===== config.mk =====
export PLATFORM = sky130hd
export DESIGN_NAME = pipe_ctrl_top
export DESIGN_NICKNAME = d
export VERILOG_FILES = /design/src/rv_ctrl_pkg.sv /design/src/pipe_ctrl_top.sv /design/src/wb_decode.sv /design/src/operand_forward.sv /design/src/branch_resolve.sv /design/src/alu_decode.sv
export SDC_FILE = /design/constraint.sdc
export NUM_CORES = 1
export LEC_CHECK = 0
export ABC_AREA = 1
export BUFFER_PORTS_ARGS = -buffer_cell sky130_fd_sc_hd__buf_2
export CORE_ASPECT_RATIO = 0.9
export CORE_MARGIN = 2
export CORE_UTILIZATION = 55
export CTS_CLUSTER_DIAMETER = 80
export DETAILED_ROUTE_END_ITERATION = 7
export PLACE_DENSITY = 0.91
export SLEW_MARGIN = 40
export SYNTH_ARGS = -nofsm -noshare
export SYNTH_HDL_FRONTEND = slang
export SYNTH_HIERARCHICAL = 1
export SYNTH_SLANG_ARGS = --single-unit

===== constraint.sdc =====
create_clock -name clk -period 1.6 [get_ports clk]
set_input_delay 0.24 -clock clk [delete_from_list [all_inputs] [get_ports clk]]
set_output_delay 0.24 -clock clk [all_outputs]
set_load 0.02 [all_outputs]

===== src/rv_ctrl_pkg.sv =====
package rv_ctrl_pkg;

  localparam int XLEN   = 32;  // Instruction word width
  localparam int REG_AW = 5;   // Register index width

  localparam logic [1:0] OPC_LOW = 2'b11;  // Low opcode bits of every 32-bit encoding

  typedef enum logic [4:0] {
    OPC_LOAD      = 5'b00000,
    OPC_ARI_ITYPE = 5'b00100,
    OPC_AUIPC     = 5'b00101,
    OPC_STORE     = 5'b01000,
    OPC_ARI_RTYPE = 5'b01100,
    OPC_LUI       = 5'b01101,
    OPC_BRANCH    = 5'b11000,
    OPC_JALR      = 5'b11001,
    OPC_JAL       = 5'b11011
  } opcode_e;

  // Branch funct3
  localparam logic [2:0] FNC_BEQ  = 3'b000;
  localparam logic [2:0] FNC_BNE  = 3'b001;
  localparam logic [2:0] FNC_BLT  = 3'b100;
  localparam logic [2:0] FNC_BGE  = 3'b101;
  localparam logic [2:0] FNC_BLTU = 3'b110;
  localparam logic [2:0] FNC_BGEU = 3'b111;

  // Load funct3
  localparam logic [2:0] FNC_LB  = 3'b000;
  localparam logic [2:0] FNC_LH  = 3'b001;
  localparam logic [2:0] FNC_LW  = 3'b010;
  localparam logic [2:0] FNC_LBU = 3'b100;
  localparam logic [2:0] FNC_LHU = 3'b101;

  // Arithmetic funct3
  localparam logic [2:0] FNC_ADD_SUB = 3'b000;
  localparam logic [2:0] FNC_SLL     = 3'b001;
  localparam logic [2:0] FNC_SLT     = 3'b010;
  localparam logic [2:0] FNC_SLTU    = 3'b011;
  localparam logic [2:0] FNC_XOR     = 3'b100;
  localparam logic [2:0] FNC_SRL_SRA = 3'b101;
  localparam logic [2:0] FNC_OR      = 3'b110;
  localparam logic [2:0] FNC_AND     = 3'b111;

  localparam logic FNC7_SUB = 1'b1;  // Bit 30 for sub
  localparam logic FNC7_SRA = 1'b1;  // Bit 30 for sra/srai

  typedef enum logic [3:0] {
    ALU_ADD    = 4'd0,
    ALU_SUB    = 4'd1,
    ALU_AND    = 4'd2,
    ALU_OR     = 4'd3,
    ALU_XOR    = 4'd4,
    ALU_SLL    = 4'd5,
    ALU_SRL    = 4'd6,
    ALU_SRA    = 4'd7,
    ALU_SLT    = 4'd8,
    ALU_SLTU   = 4'd9,
    ALU_PASS_B = 4'd10  // LUI
  } alu_op_e;

  typedef enum logic [2:0] {
    PC_RESET = 3'd0,
    PC_JAL   = 3'd1,
    PC_SEQ   = 3'd2,
    PC_ALU   = 3'd3,
    PC_X_SEQ = 3'd4  // X pc + 4 after a wrong taken guess
  } pc_sel_e;

  typedef enum logic [1:0] {WB_MEM = 2'd0, WB_ALU = 2'd1, WB_PC4 = 2'd2} wb_sel_e;

  typedef enum logic [2:0] {
    LX_W  = 3'd0,
    LX_HU = 3'd1,
    LX_H  = 3'd2,
    LX_BU = 3'd3,
    LX_B  = 3'd4
  } ldx_sel_e;

  typedef enum logic [1:0] {FWD_REG = 2'd0, FWD_ALU = 2'd1, FWD_MEM = 2'd2} fwd_sel_e;

  typedef enum logic [1:0] {A_REG = 2'd0, A_PC = 2'd1, A_MEM = 2'd2} a_sel_e;

  localparam logic [XLEN-1:0] BUBBLE_INSTR = '0;  // Low bits 00, never decodes

  function automatic logic instr_ok(input logic [XLEN-1:0] instr);
    return instr[1:0] == OPC_LOW;
  endfunction

  function automatic opcode_e instr_opc(input logic [XLEN-1:0] instr);
    return opcode_e'(instr[6:2]);
  endfunction

  function automatic logic [2:0] instr_funct3(input logic [XLEN-1:0] instr);
    return instr[14:12];
  endfunction

  function automatic logic [REG_AW-1:0] instr_rd(input logic [XLEN-1:0] instr);
    return instr[11:7];
  endfunction

  function automatic logic [REG_AW-1:0] instr_rs1(input logic [XLEN-1:0] instr);
    return instr[19:15];
  endfunction

  function automatic logic [REG_AW-1:0] instr_rs2(input logic [XLEN-1:0] instr);
    return instr[24:20];
  endfunction

endpackage

===== src/pipe_ctrl_top.sv =====
module pipe_ctrl_top import rv_ctrl_pkg::*; (
  input  logic            clk,
  input  logic            rst,
  input  logic [XLEN-1:0] d_instr,
  input  logic            br_eq,
  input  logic            br_lt,
  input  logic            br_pred_taken,
  output alu_op_e         alu_sel,
  output logic            b_sel,
  output logic            br_un,
  output logic            br_taken,
  output pc_sel_e         pc_sel,
  output logic            nop_sel,
  output fwd_sel_e        fwd_a_sel,
  output fwd_sel_e        fwd_b_sel,
  output fwd_sel_e        rs2_sel,
  output a_sel_e          a_sel,
  output logic            rf_we,
  output wb_sel_e         wb_sel,
  output ldx_sel_e        ldx_sel
);

  logic [XLEN-1:0] x_instr;
  logic [XLEN-1:0] wf_instr;

  // D, X and WF each hold one word
  always_ff @(posedge clk) begin
    if (rst) begin
      x_instr  <= BUBBLE_INSTR;
      wf_instr <= BUBBLE_INSTR;
    end else begin
      x_instr  <= nop_sel ? BUBBLE_INSTR : d_instr;  // Kill the wrong-path word
      wf_instr <= x_instr;
    end
  end

  alu_decode u_alu_decode (
    .x_instr (x_instr),
    .alu_sel (alu_sel),
    .b_sel   (b_sel),
    .br_un   (br_un)
  );

  branch_resolve u_branch_resolve (
    .clk           (clk),
    .rst           (rst),
    .d_instr       (d_instr),
    .x_instr       (x_instr),
    .br_eq         (br_eq),
    .br_lt         (br_lt),
    .br_pred_taken (br_pred_taken),
    .br_taken      (br_taken),
    .pc_sel        (pc_sel),
    .nop_sel       (nop_sel)
  );

  operand_forward u_operand_forward (
    .x_instr   (x_instr),
    .wf_instr  (wf_instr),
    .fwd_a_sel (fwd_a_sel),
    .fwd_b_sel (fwd_b_sel),
    .rs2_sel   (rs2_sel),
    .a_sel     (a_sel)
  );

  wb_decode u_wb_decode (
    .wf_instr (wf_instr),
    .rf_we    (rf_we),
    .wb_sel   (wb_sel),
    .ldx_sel  (ldx_sel)
  );

  // A bubble in X cannot redirect again
  a_flush_once: assert property (@(posedge clk) disable iff (rst)
    nop_sel |=> !nop_sel)
    else $error("pipe_ctrl_top: back-to-back flush");

endmodule


===== src/wb_decode.sv =====
module wb_decode import rv_ctrl_pkg::*; (
  input  logic [XLEN-1:0] wf_instr,
  output logic            rf_we,
  output wb_sel_e         wb_sel,
  output ldx_sel_e        ldx_sel   // Load byte/half extension
);

  opcode_e opc;
  logic    opc_ok;

  assign opc    = instr_opc(wf_instr);
  assign opc_ok = instr_ok(wf_instr);

  always_comb begin
    rf_we   = 1'b0;
    wb_sel  = WB_ALU;
    ldx_sel = LX_W;
    if (opc_ok) begin
      case (opc)
        OPC_ARI_RTYPE, OPC_ARI_ITYPE, OPC_AUIPC, OPC_LUI: begin
          rf_we = 1'b1;
        end
        OPC_LOAD: begin
          rf_we  = 1'b1;
          wb_sel = WB_MEM;
          case (instr_funct3(wf_instr))
            FNC_LB:  ldx_sel = LX_B;
            FNC_LBU: ldx_sel = LX_BU;
            FNC_LH:  ldx_sel = LX_H;
            FNC_LHU: ldx_sel = LX_HU;
            default: ldx_sel = LX_W;  // lw and reserved codes
          endcase
        end
        OPC_JAL, OPC_JALR: begin
          rf_we  = 1'b1;
          wb_sel = WB_PC4;  // Link address
        end
        default: begin
          rf_we = 1'b0;  // Stores, branches
        end
      endcase
    end
  end

endmodule


===== src/operand_forward.sv =====
module operand_forward import rv_ctrl_pkg::*; (
  input  logic [XLEN-1:0] x_instr,
  input  logic [XLEN-1:0] wf_instr,
  output fwd_sel_e        fwd_a_sel,
  output fwd_sel_e        fwd_b_sel,
  output fwd_sel_e        rs2_sel,    // Store data source
  output a_sel_e          a_sel
);

  opcode_e           x_opc;
  opcode_e           wf_opc;
  logic              x_ok;
  logic              wf_ok;
  logic [REG_AW-1:0] wf_rd;
  logic [REG_AW-1:0] x_rs1;
  logic [REG_AW-1:0] x_rs2;
  logic              wf_prod;  // WF will write a nonzero rd
  logic              wf_load;
  logic              hit_rs1;
  logic              hit_rs2;
  logic              x_store;
  logic              x_pc_op;  // Operand A is the X pc

  assign x_opc  = instr_opc(x_instr);
  assign wf_opc = instr_opc(wf_instr);
  assign x_ok   = instr_ok(x_instr);
  assign wf_ok  = instr_ok(wf_instr);
  assign wf_rd  = instr_rd(wf_instr);
  assign x_rs1  = instr_rs1(x_instr);
  assign x_rs2  = instr_rs2(x_instr);

  assign wf_prod = wf_ok && (wf_rd != '0)
                   && (wf_opc != OPC_STORE) && (wf_opc != OPC_BRANCH);
  assign wf_load = wf_prod && (wf_opc == OPC_LOAD);

  assign hit_rs1 = wf_prod && (wf_rd == x_rs1);
  assign hit_rs2 = wf_prod && (wf_rd == x_rs2);

  assign x_store = x_ok && (x_opc == OPC_STORE);
  assign x_pc_op = x_ok && ((x_opc == OPC_BRANCH) || (x_opc == OPC_JAL)
                            || (x_opc == OPC_AUIPC));

  function automatic fwd_sel_e fwd_src(input logic hit, input logic load);
    fwd_sel_e src;
    if (!hit) src = FWD_REG;
    else if (load) src = FWD_MEM;  // Load data is ready only at WF
    else src = FWD_ALU;
    return src;
  endfunction

  assign fwd_a_sel = fwd_src(hit_rs1, wf_load);
  assign fwd_b_sel = fwd_src(hit_rs2, wf_load);

  always_comb begin
    rs2_sel = FWD_REG;
    if (x_store) rs2_sel = fwd_src(hit_rs2, wf_load);
  end

  // Load then store on the same base register
  always_comb begin
    if (x_pc_op) a_sel = A_PC;
    else if (x_store && wf_load && hit_rs1) a_sel = A_MEM;
    else a_sel = A_REG;
  end

endmodule


===== src/branch_resolve.sv =====
module branch_resolve import rv_ctrl_pkg::*; (
  input  logic            clk,
  input  logic            rst,
  input  logic [XLEN-1:0] d_instr,
  input  logic [XLEN-1:0] x_instr,
  input  logic            br_eq,
  input  logic            br_lt,
  input  logic            br_pred_taken,  // Static guess for the X branch
  output logic            br_taken,
  output pc_sel_e         pc_sel,
  output logic            nop_sel         // Flush the word in D
);

  logic x_branch;
  logic x_jalr;
  logic d_jal;
  logic miss_taken;  // Taken but guessed not taken
  logic miss_fall;   // Fell through but guessed taken

  assign x_branch = instr_ok(x_instr) && (instr_opc(x_instr) == OPC_BRANCH);
  assign x_jalr   = instr_ok(x_instr) && (instr_opc(x_instr) == OPC_JALR);
  assign d_jal    = instr_ok(d_instr) && (instr_opc(d_instr) == OPC_JAL);

  always_comb begin
    br_taken = 1'b0;
    if (x_branch) begin
      case (instr_funct3(x_instr))
        FNC_BEQ:           br_taken = br_eq;
        FNC_BNE:           br_taken = !br_eq;
        FNC_BLT, FNC_BLTU: br_taken = br_lt;   // Signedness set by br_un
        FNC_BGE, FNC_BGEU: br_taken = !br_lt;
        default:           br_taken = 1'b0;
      endcase
    end
  end

  assign miss_taken = x_branch && br_taken && !br_pred_taken;
  assign miss_fall  = x_branch && !br_taken && br_pred_taken;

  // X redirects win over the D jump
  always_comb begin
    if (rst) pc_sel = PC_RESET;
    else if (x_jalr || miss_taken) pc_sel = PC_ALU;
    else if (miss_fall) pc_sel = PC_X_SEQ;
    else if (d_jal) pc_sel = PC_JAL;
    else pc_sel = PC_SEQ;
  end

  assign nop_sel = !rst && (x_jalr || miss_taken || miss_fall);

  // The word behind a redirect never reaches X
  a_flush_clears_x: assert property (@(posedge clk) disable iff (rst)
    nop_sel |=> !(x_branch || x_jalr))
    else $error("branch_resolve: branch or jalr in X right after a flush");

endmodule


===== src/alu_decode.sv =====
module alu_decode import rv_ctrl_pkg::*; (
  input  logic [XLEN-1:0] x_instr,
  output alu_op_e         alu_sel,
  output logic            b_sel,   // Operand B is the immediate
  output logic            br_un    // Unsigned branch compare
);

  opcode_e    opc;
  logic       opc_ok;
  logic [2:0] funct3;
  logic       bit30;

  assign opc    = instr_opc(x_instr);
  assign opc_ok = instr_ok(x_instr);
  assign funct3 = instr_funct3(x_instr);
  assign bit30  = x_instr[30];

  // Bit 30 picks sub for R-type only
  function automatic alu_op_e arith_op(input logic [2:0] f3,
                                       input logic       alt,
                                       input logic       rtype);
    alu_op_e op;
    case (f3)
      FNC_ADD_SUB: begin
        if (rtype && alt == FNC7_SUB) op = ALU_SUB;
        else op = ALU_ADD;
      end
      FNC_SLL:     op = ALU_SLL;
      FNC_SLT:     op = ALU_SLT;
      FNC_SLTU:    op = ALU_SLTU;
      FNC_XOR:     op = ALU_XOR;
      FNC_SRL_SRA: begin
        if (alt == FNC7_SRA) op = ALU_SRA;  // Same bit for srai
        else op = ALU_SRL;
      end
      FNC_OR:      op = ALU_OR;
      FNC_AND:     op = ALU_AND;
      default:     op = ALU_ADD;
    endcase
    return op;
  endfunction

  always_comb begin
    alu_sel = ALU_ADD;  // Address and pc adds
    b_sel   = opc_ok;   // Bubble keeps B on the register
    br_un   = 1'b0;
    if (opc_ok) begin
      case (opc)
        OPC_ARI_RTYPE: begin
          b_sel   = 1'b0;
          alu_sel = arith_op(funct3, bit30, 1'b1);
        end
        OPC_ARI_ITYPE: begin
          alu_sel = arith_op(funct3, bit30, 1'b0);
        end
        OPC_BRANCH: begin
          br_un = (funct3 == FNC_BLTU) || (funct3 == FNC_BGEU);
        end
        OPC_LUI: begin
          alu_sel = ALU_PASS_B;  // Immediate straight through
        end
        default: begin
          alu_sel = ALU_ADD;
        end
      endcase
    end
  end

endmodule


# Word-level counts from Yosys, hierarchy flattened
# Cells that the tools add are included.
# op_classes
n_addsub	0
mul	0
div_mod_pow	0
magnitude_cmp	0
eq_ne	32
shift	0
mux	29
bitwise	0
reduce_logical	37
# ops
operator	n
$pmux 4 s8	2
$eq 5x5->1 const B	6
$eq 5x4->1 const B	5
$eq 5x3->1 const B	4
$eq 3x3->1 const B	6
$logic_and 1x1->1	18
$mux 2	8
$mux 3	5
$pmux 3 s4	1
$pmux 4 s3	1
$eq 5x5->1	2
$mux 1	9
$reduce_or 2->1	4
$reduce_or 7->1	1
$eq 2x2->1 const B	3
$eq 3x1->1 const B	2
$eq 3x2->1 const B	2
$logic_not 3->1	2
$logic_not 1->1	5
$logic_not 5->1	1
$logic_or 1x1->1	5
$ne 5x4->1 const B	1
$ne 5x5->1 const B	1
$reduce_bool 5->1	1
3 further kinds	3
# word_totals
register_bits	46
latch_bits	0
mem_bits_rw	0
mem_bits_ro	0
inputBits	37
output_inout_bits	25
wordCells	100
memories	0

# Depth between registers and ports, before layout
# logic_depth
ltp_word	10
depth_mapped	12
ltp_nobuf	11

# Modules after synthesis
# The synthesis kept the hierarchy.
# by_module_without_submodules
mod	n_inst	cells_per_inst	area_each_um2	seq_area_each_um2
pipe_ctrl_top	1	202	1915.6	1281.2
operand_forward	1	78	356.6	0.0
branch_resolve	1	45	206.4	0.0
alu_decode	1	40	200.2	0.0
wb_decode	1	26	115.1	0.0

# Worst setup path after synthesis
# Ideal clock, no wire load.
# synth_path
path_type	reg-to-reg
start	reg x_instr[3]
end	reg x_instr[0]
setup_ns	0.112
t_arrival_ns	1.454
t_required_ns	1.488
setup_slack_ns	0.034
stages_incl_launch_ff	12
path_cell_list	dfxtp_1 nor2_1 nand2_1 nor2_4 nand3_2 nand2_2 nand2_2 nand2_1 inv_1 nand2_4 buf_6 nor2_2
# synth_between
elab_chain_len	9
elab_cells_between_ends	14
# synth_lines
element	line	text
from (decl)	pipe_ctrl_top.sv:23	logic [XLEN-1:0] x_instr;
from (signal assigned)	pipe_ctrl_top.sv:32	x_instr <= nop_sel ? BUBBLE_INSTR : d_instr;
$eq 5x5->1	branch_resolve.sv:20	assign x_branch = instr_ok(x_instr) && (instr_opc(x_instr) == OPC_BRANCH);
$logic_and 1x1->1	branch_resolve.sv:20	
$mux 1	branch_resolve.sv:26	if (x_branch) begin
$logic_and 1x1->1 or $logic_not 1->1 (tied branches)	branch_resolve.sv:37, branch_resolve.sv:38	
$logic_and 1x1->1 (on tied branches)	branch_resolve.sv:37, branch_resolve.sv:38	
$logic_or 1x1->1 or $logic_and 1x1->1 (tied branches)	branch_resolve.sv:49, branch_resolve.sv:38	
$logic_or 1x1->1 (*)	branch_resolve.sv:49	assign nop_sel = !rst && (x_jalr || miss_taken || miss_fall);
$logic_and 1x1->1 (*)	branch_resolve.sv:49	
net nop_sel	pipe_ctrl_top.sv:13	output logic nop_sel,
$reduce_or 2->1 (no source line) (*)	n/a	
# The timed path passes the listed nets; every way through them passes the cells marked *.
# A chain may end at the register's enable or synchronous reset.

# Worst setup path in the final report
# layout_path
start	reg x_instr[12]
end	out alu_sel[0]
# layout_between
elab_chain_len	4
elab_cells_between_ends	12
# layout_lines
element	line	text
$eq 3x3->1, or another cell as far along	alu_decode.sv:23	case (f3)
$pmux 4 s8	alu_decode.sv:23	
$pmux 4 s3 (*)	alu_decode.sv:48	case (opc)
$mux 4 (*)	alu_decode.sv:47	if (opc_ok) begin
to (decl)	pipe_ctrl_top.sv:8	output alu_op_e alu_sel,
# Mark *: on every way between the ends. The rest lies on a longest branch, timed or not.

==> results.yml <==
clock_tree:
  cts_tree: "built"
  path_clk_slew_ns: 0.08
  ctsLongestPathBuffers: 2
  clock_sinks: 41
  cts_buffers: 5
  worst_skew_pair.late_latency_ns: 0.30
  h-tree-depth: 2
  root_buffer: "clkbuf_8"
  hold_buffers: 0
power:
  pwr-share-comb: 0.170
  p_int_mw: 1.75
  power.density_nw_per_um2: 768
  p_seq_frac: 0.465
  clkPwrFrac: 0.364
  swShare: 0.277
  leakage_nw: 1.62
  irDropWorstVdd_mv: 0.704
  p_switching_uw: 669
  p_total_mw: 2.42
route:
  drc: 0
  wl_per_cell_um: 16.2
  wl_um: 7200
  vias: 2398
  first_iter_violations: 252
  viasPerCell: 5.40
  ant_nets: 0
  drt-pass1-iter-count: 7
floorplanning:
  num_rows: 21
  coreArea_sq_um: 3730
  io_pins: 62
  die_w_um: 69.8
  die_y_um: 63.2
  die-area_sq_um: 4410
  start_util: 0.574
worst_setup_path:
  cp.required_ns: 1.36
  worstPathCellList: "buf_4, nor2_2, nand2_1, nor2_1, nor2_1, nand2_1, a21oi_2, buf_4"
  critical_path_class: "flop to output pin"
  critical_path.max_stage_delay_ns: 0.39
  arrival_ns: 1.62
  crit_family: "simple AND/OR/NAND/NOR gates"
  cp_num_buf_inv: 2
  start_kind: "flop"
  cp_max_fo: 7
  crit_path_top_delay_cell: "dfxtp_4"
  cp-end-kind: "output pin"
placement:
  io_buffers: 55
  hpwl_um: 3120
  placed_cells: 424
  place.gp.congestion: 0.858
  place_area_sq_um: 2510
sta:
  period_share: 1.16
  timing.final.ws_setup_ns: -0.257
  fmax_mhz: 538
  fin_skew_ns: 0.0106
  setup_violations: 41
  hold_viol_final: 0
  tightestPinTransition_ns: 0.300
  finalCriticalPeriod_ns: 1.86
  fin_tns_setup_ns: -4.50
  max-slew-margin-rel: 0.798
  drv_slew: 0
  rsz0062_at_grt: "true"
run_status:
  violations: "setup timing"
  status: "finished with violations"
worst_hold_path:
  hold_class: "primary input to flop"
job:
  cap_viol_max_count: 0
finish:
  final_nets: 434
  layout-drive-gt1-share: 0.523
  layoutNonFillerInstCount: 444
  post-route-cell-area_sq_um: 3150
  area_growth_pct: 46.8
  fill_cells: 185
  antenna-diode-count: 0
  finalCoreUtilization: 0.843
  final_common_cell: "inv_1"
  layout_common_cells: "inv_1, nand2_1, buf_2, nor2_1, nor2_2"
yosys:
  yosys_warnings: 6
  synthCells: 321
  netlist_area_sq_um: 2140
  syn_nets: 358
  syn_avg_cell_area_sq_um: 6.68
grt:
  antenna_found_initial: 0
  grt-ovfl-total: 0
  grt.total_usage: 0.262
  grt_pass1_vias: 2040
  grt_max_degree: 19
  grt_pass1_wl_um: 9100
## stage by stage
| stage | setup WS (ns) | hold slack, ns |
|---|---|---|
| floorplan | 0.0414 | 0.352 |
| global placement | 0.117 | 0.391 |
| detailed placement | 0.0582 | 0.392 |
| CTS | -0.0549 | 0.156 |
| global route | -0.255 | 0.155 |
| finish | -0.257 | 0.156 |
## timing repair
action	in CTS	in global routing
buffers inserted	7	3
gates resized for setup	62	72
endpoints found under the hold margin	0	0
pin swaps	23	24
endpoints found under the setup margin	18	45
cloned	0	2
## worst paths after layout
| check | cells past startpoint | to | start | slack, ns |
|---|---|---|---|---|
| max reg2reg | 13 | x_instr[23]$_SDFF_PP0_ | x_instr[0]$_SDFF_PP0_ | -0.12 |
| max | 8 | alu_sel[0] | x_instr[12]$_SDFF_PP0_ | -0.26 |
| min reg2reg | 2 | wf_instr[9]$_SDFF_PP0_ | x_instr[9]$_SDFF_PP0_ | 0.40 |
| min | 3 | x_instr[22]$_SDFF_PP0_ | d_instr[22] | 0.16 |
## power by group through the flow
stage,Sequential (mW),Combinational (mW),Clock (mW)
5_1_grt,1.13,0.439,0.932
4_1_cts,1.11,0.316,0.858
3_5_place_dp,1.13,0.281,0
3_3_place_gp,1.13,0.269,0
2_1_floorplan,1.13,0.187,0
6_report,1.12,0.412,0.880
## worst reg2reg max path, cell delays in order (launching register included)
cell	delay [ns]
dfxtp_2	0.39
nand2_1	0.11
inv_2	0.09
nand2_2	0.09
nor2_4	0.14
nand3_2	0.08
nand2_2	0.08
nand2_4	0.08
nand2_4	0.09
buf_6	0.10
inv_4	0.04
nand2_8	0.11
clkbuf_16	0.17
nor2_2	0.04
## area by class of cell
class / count / area [sq um] / share of cell area
Clock buffer: 6 / 82.6 / 0.0263
Clock inverter: 2 / 37.5 / 0.0119
Inverter: 91 / 348 / 0.111
Multi-Input combinational cell: 182 / 1140 / 0.363
Sequential cell: 41 / 865 / 0.275
Tap cell: 46 / 57.6 / 0.0183
Timing Repair Buffer: 76 / 613 / 0.195
## layer usage
layer / vias up / routed length [um] / track usage / part of all wire
met5: - / 0 / 0 / 0
met4: 0 / 414 / 0.147 / 0.058
met3: 59 / 682 / 0.0480 / 0.095
met2: 201 / 3540 / 0.476 / 0.49
met1: 1066 / 2560 / 0.286 / 0.36
li1: 1072 / - / - / -
## sequential cells by signal (all words and copies together) (netlist names)
name and count:
wf_instr 15, x_instr 26
(Power assumes the default switching activity.)
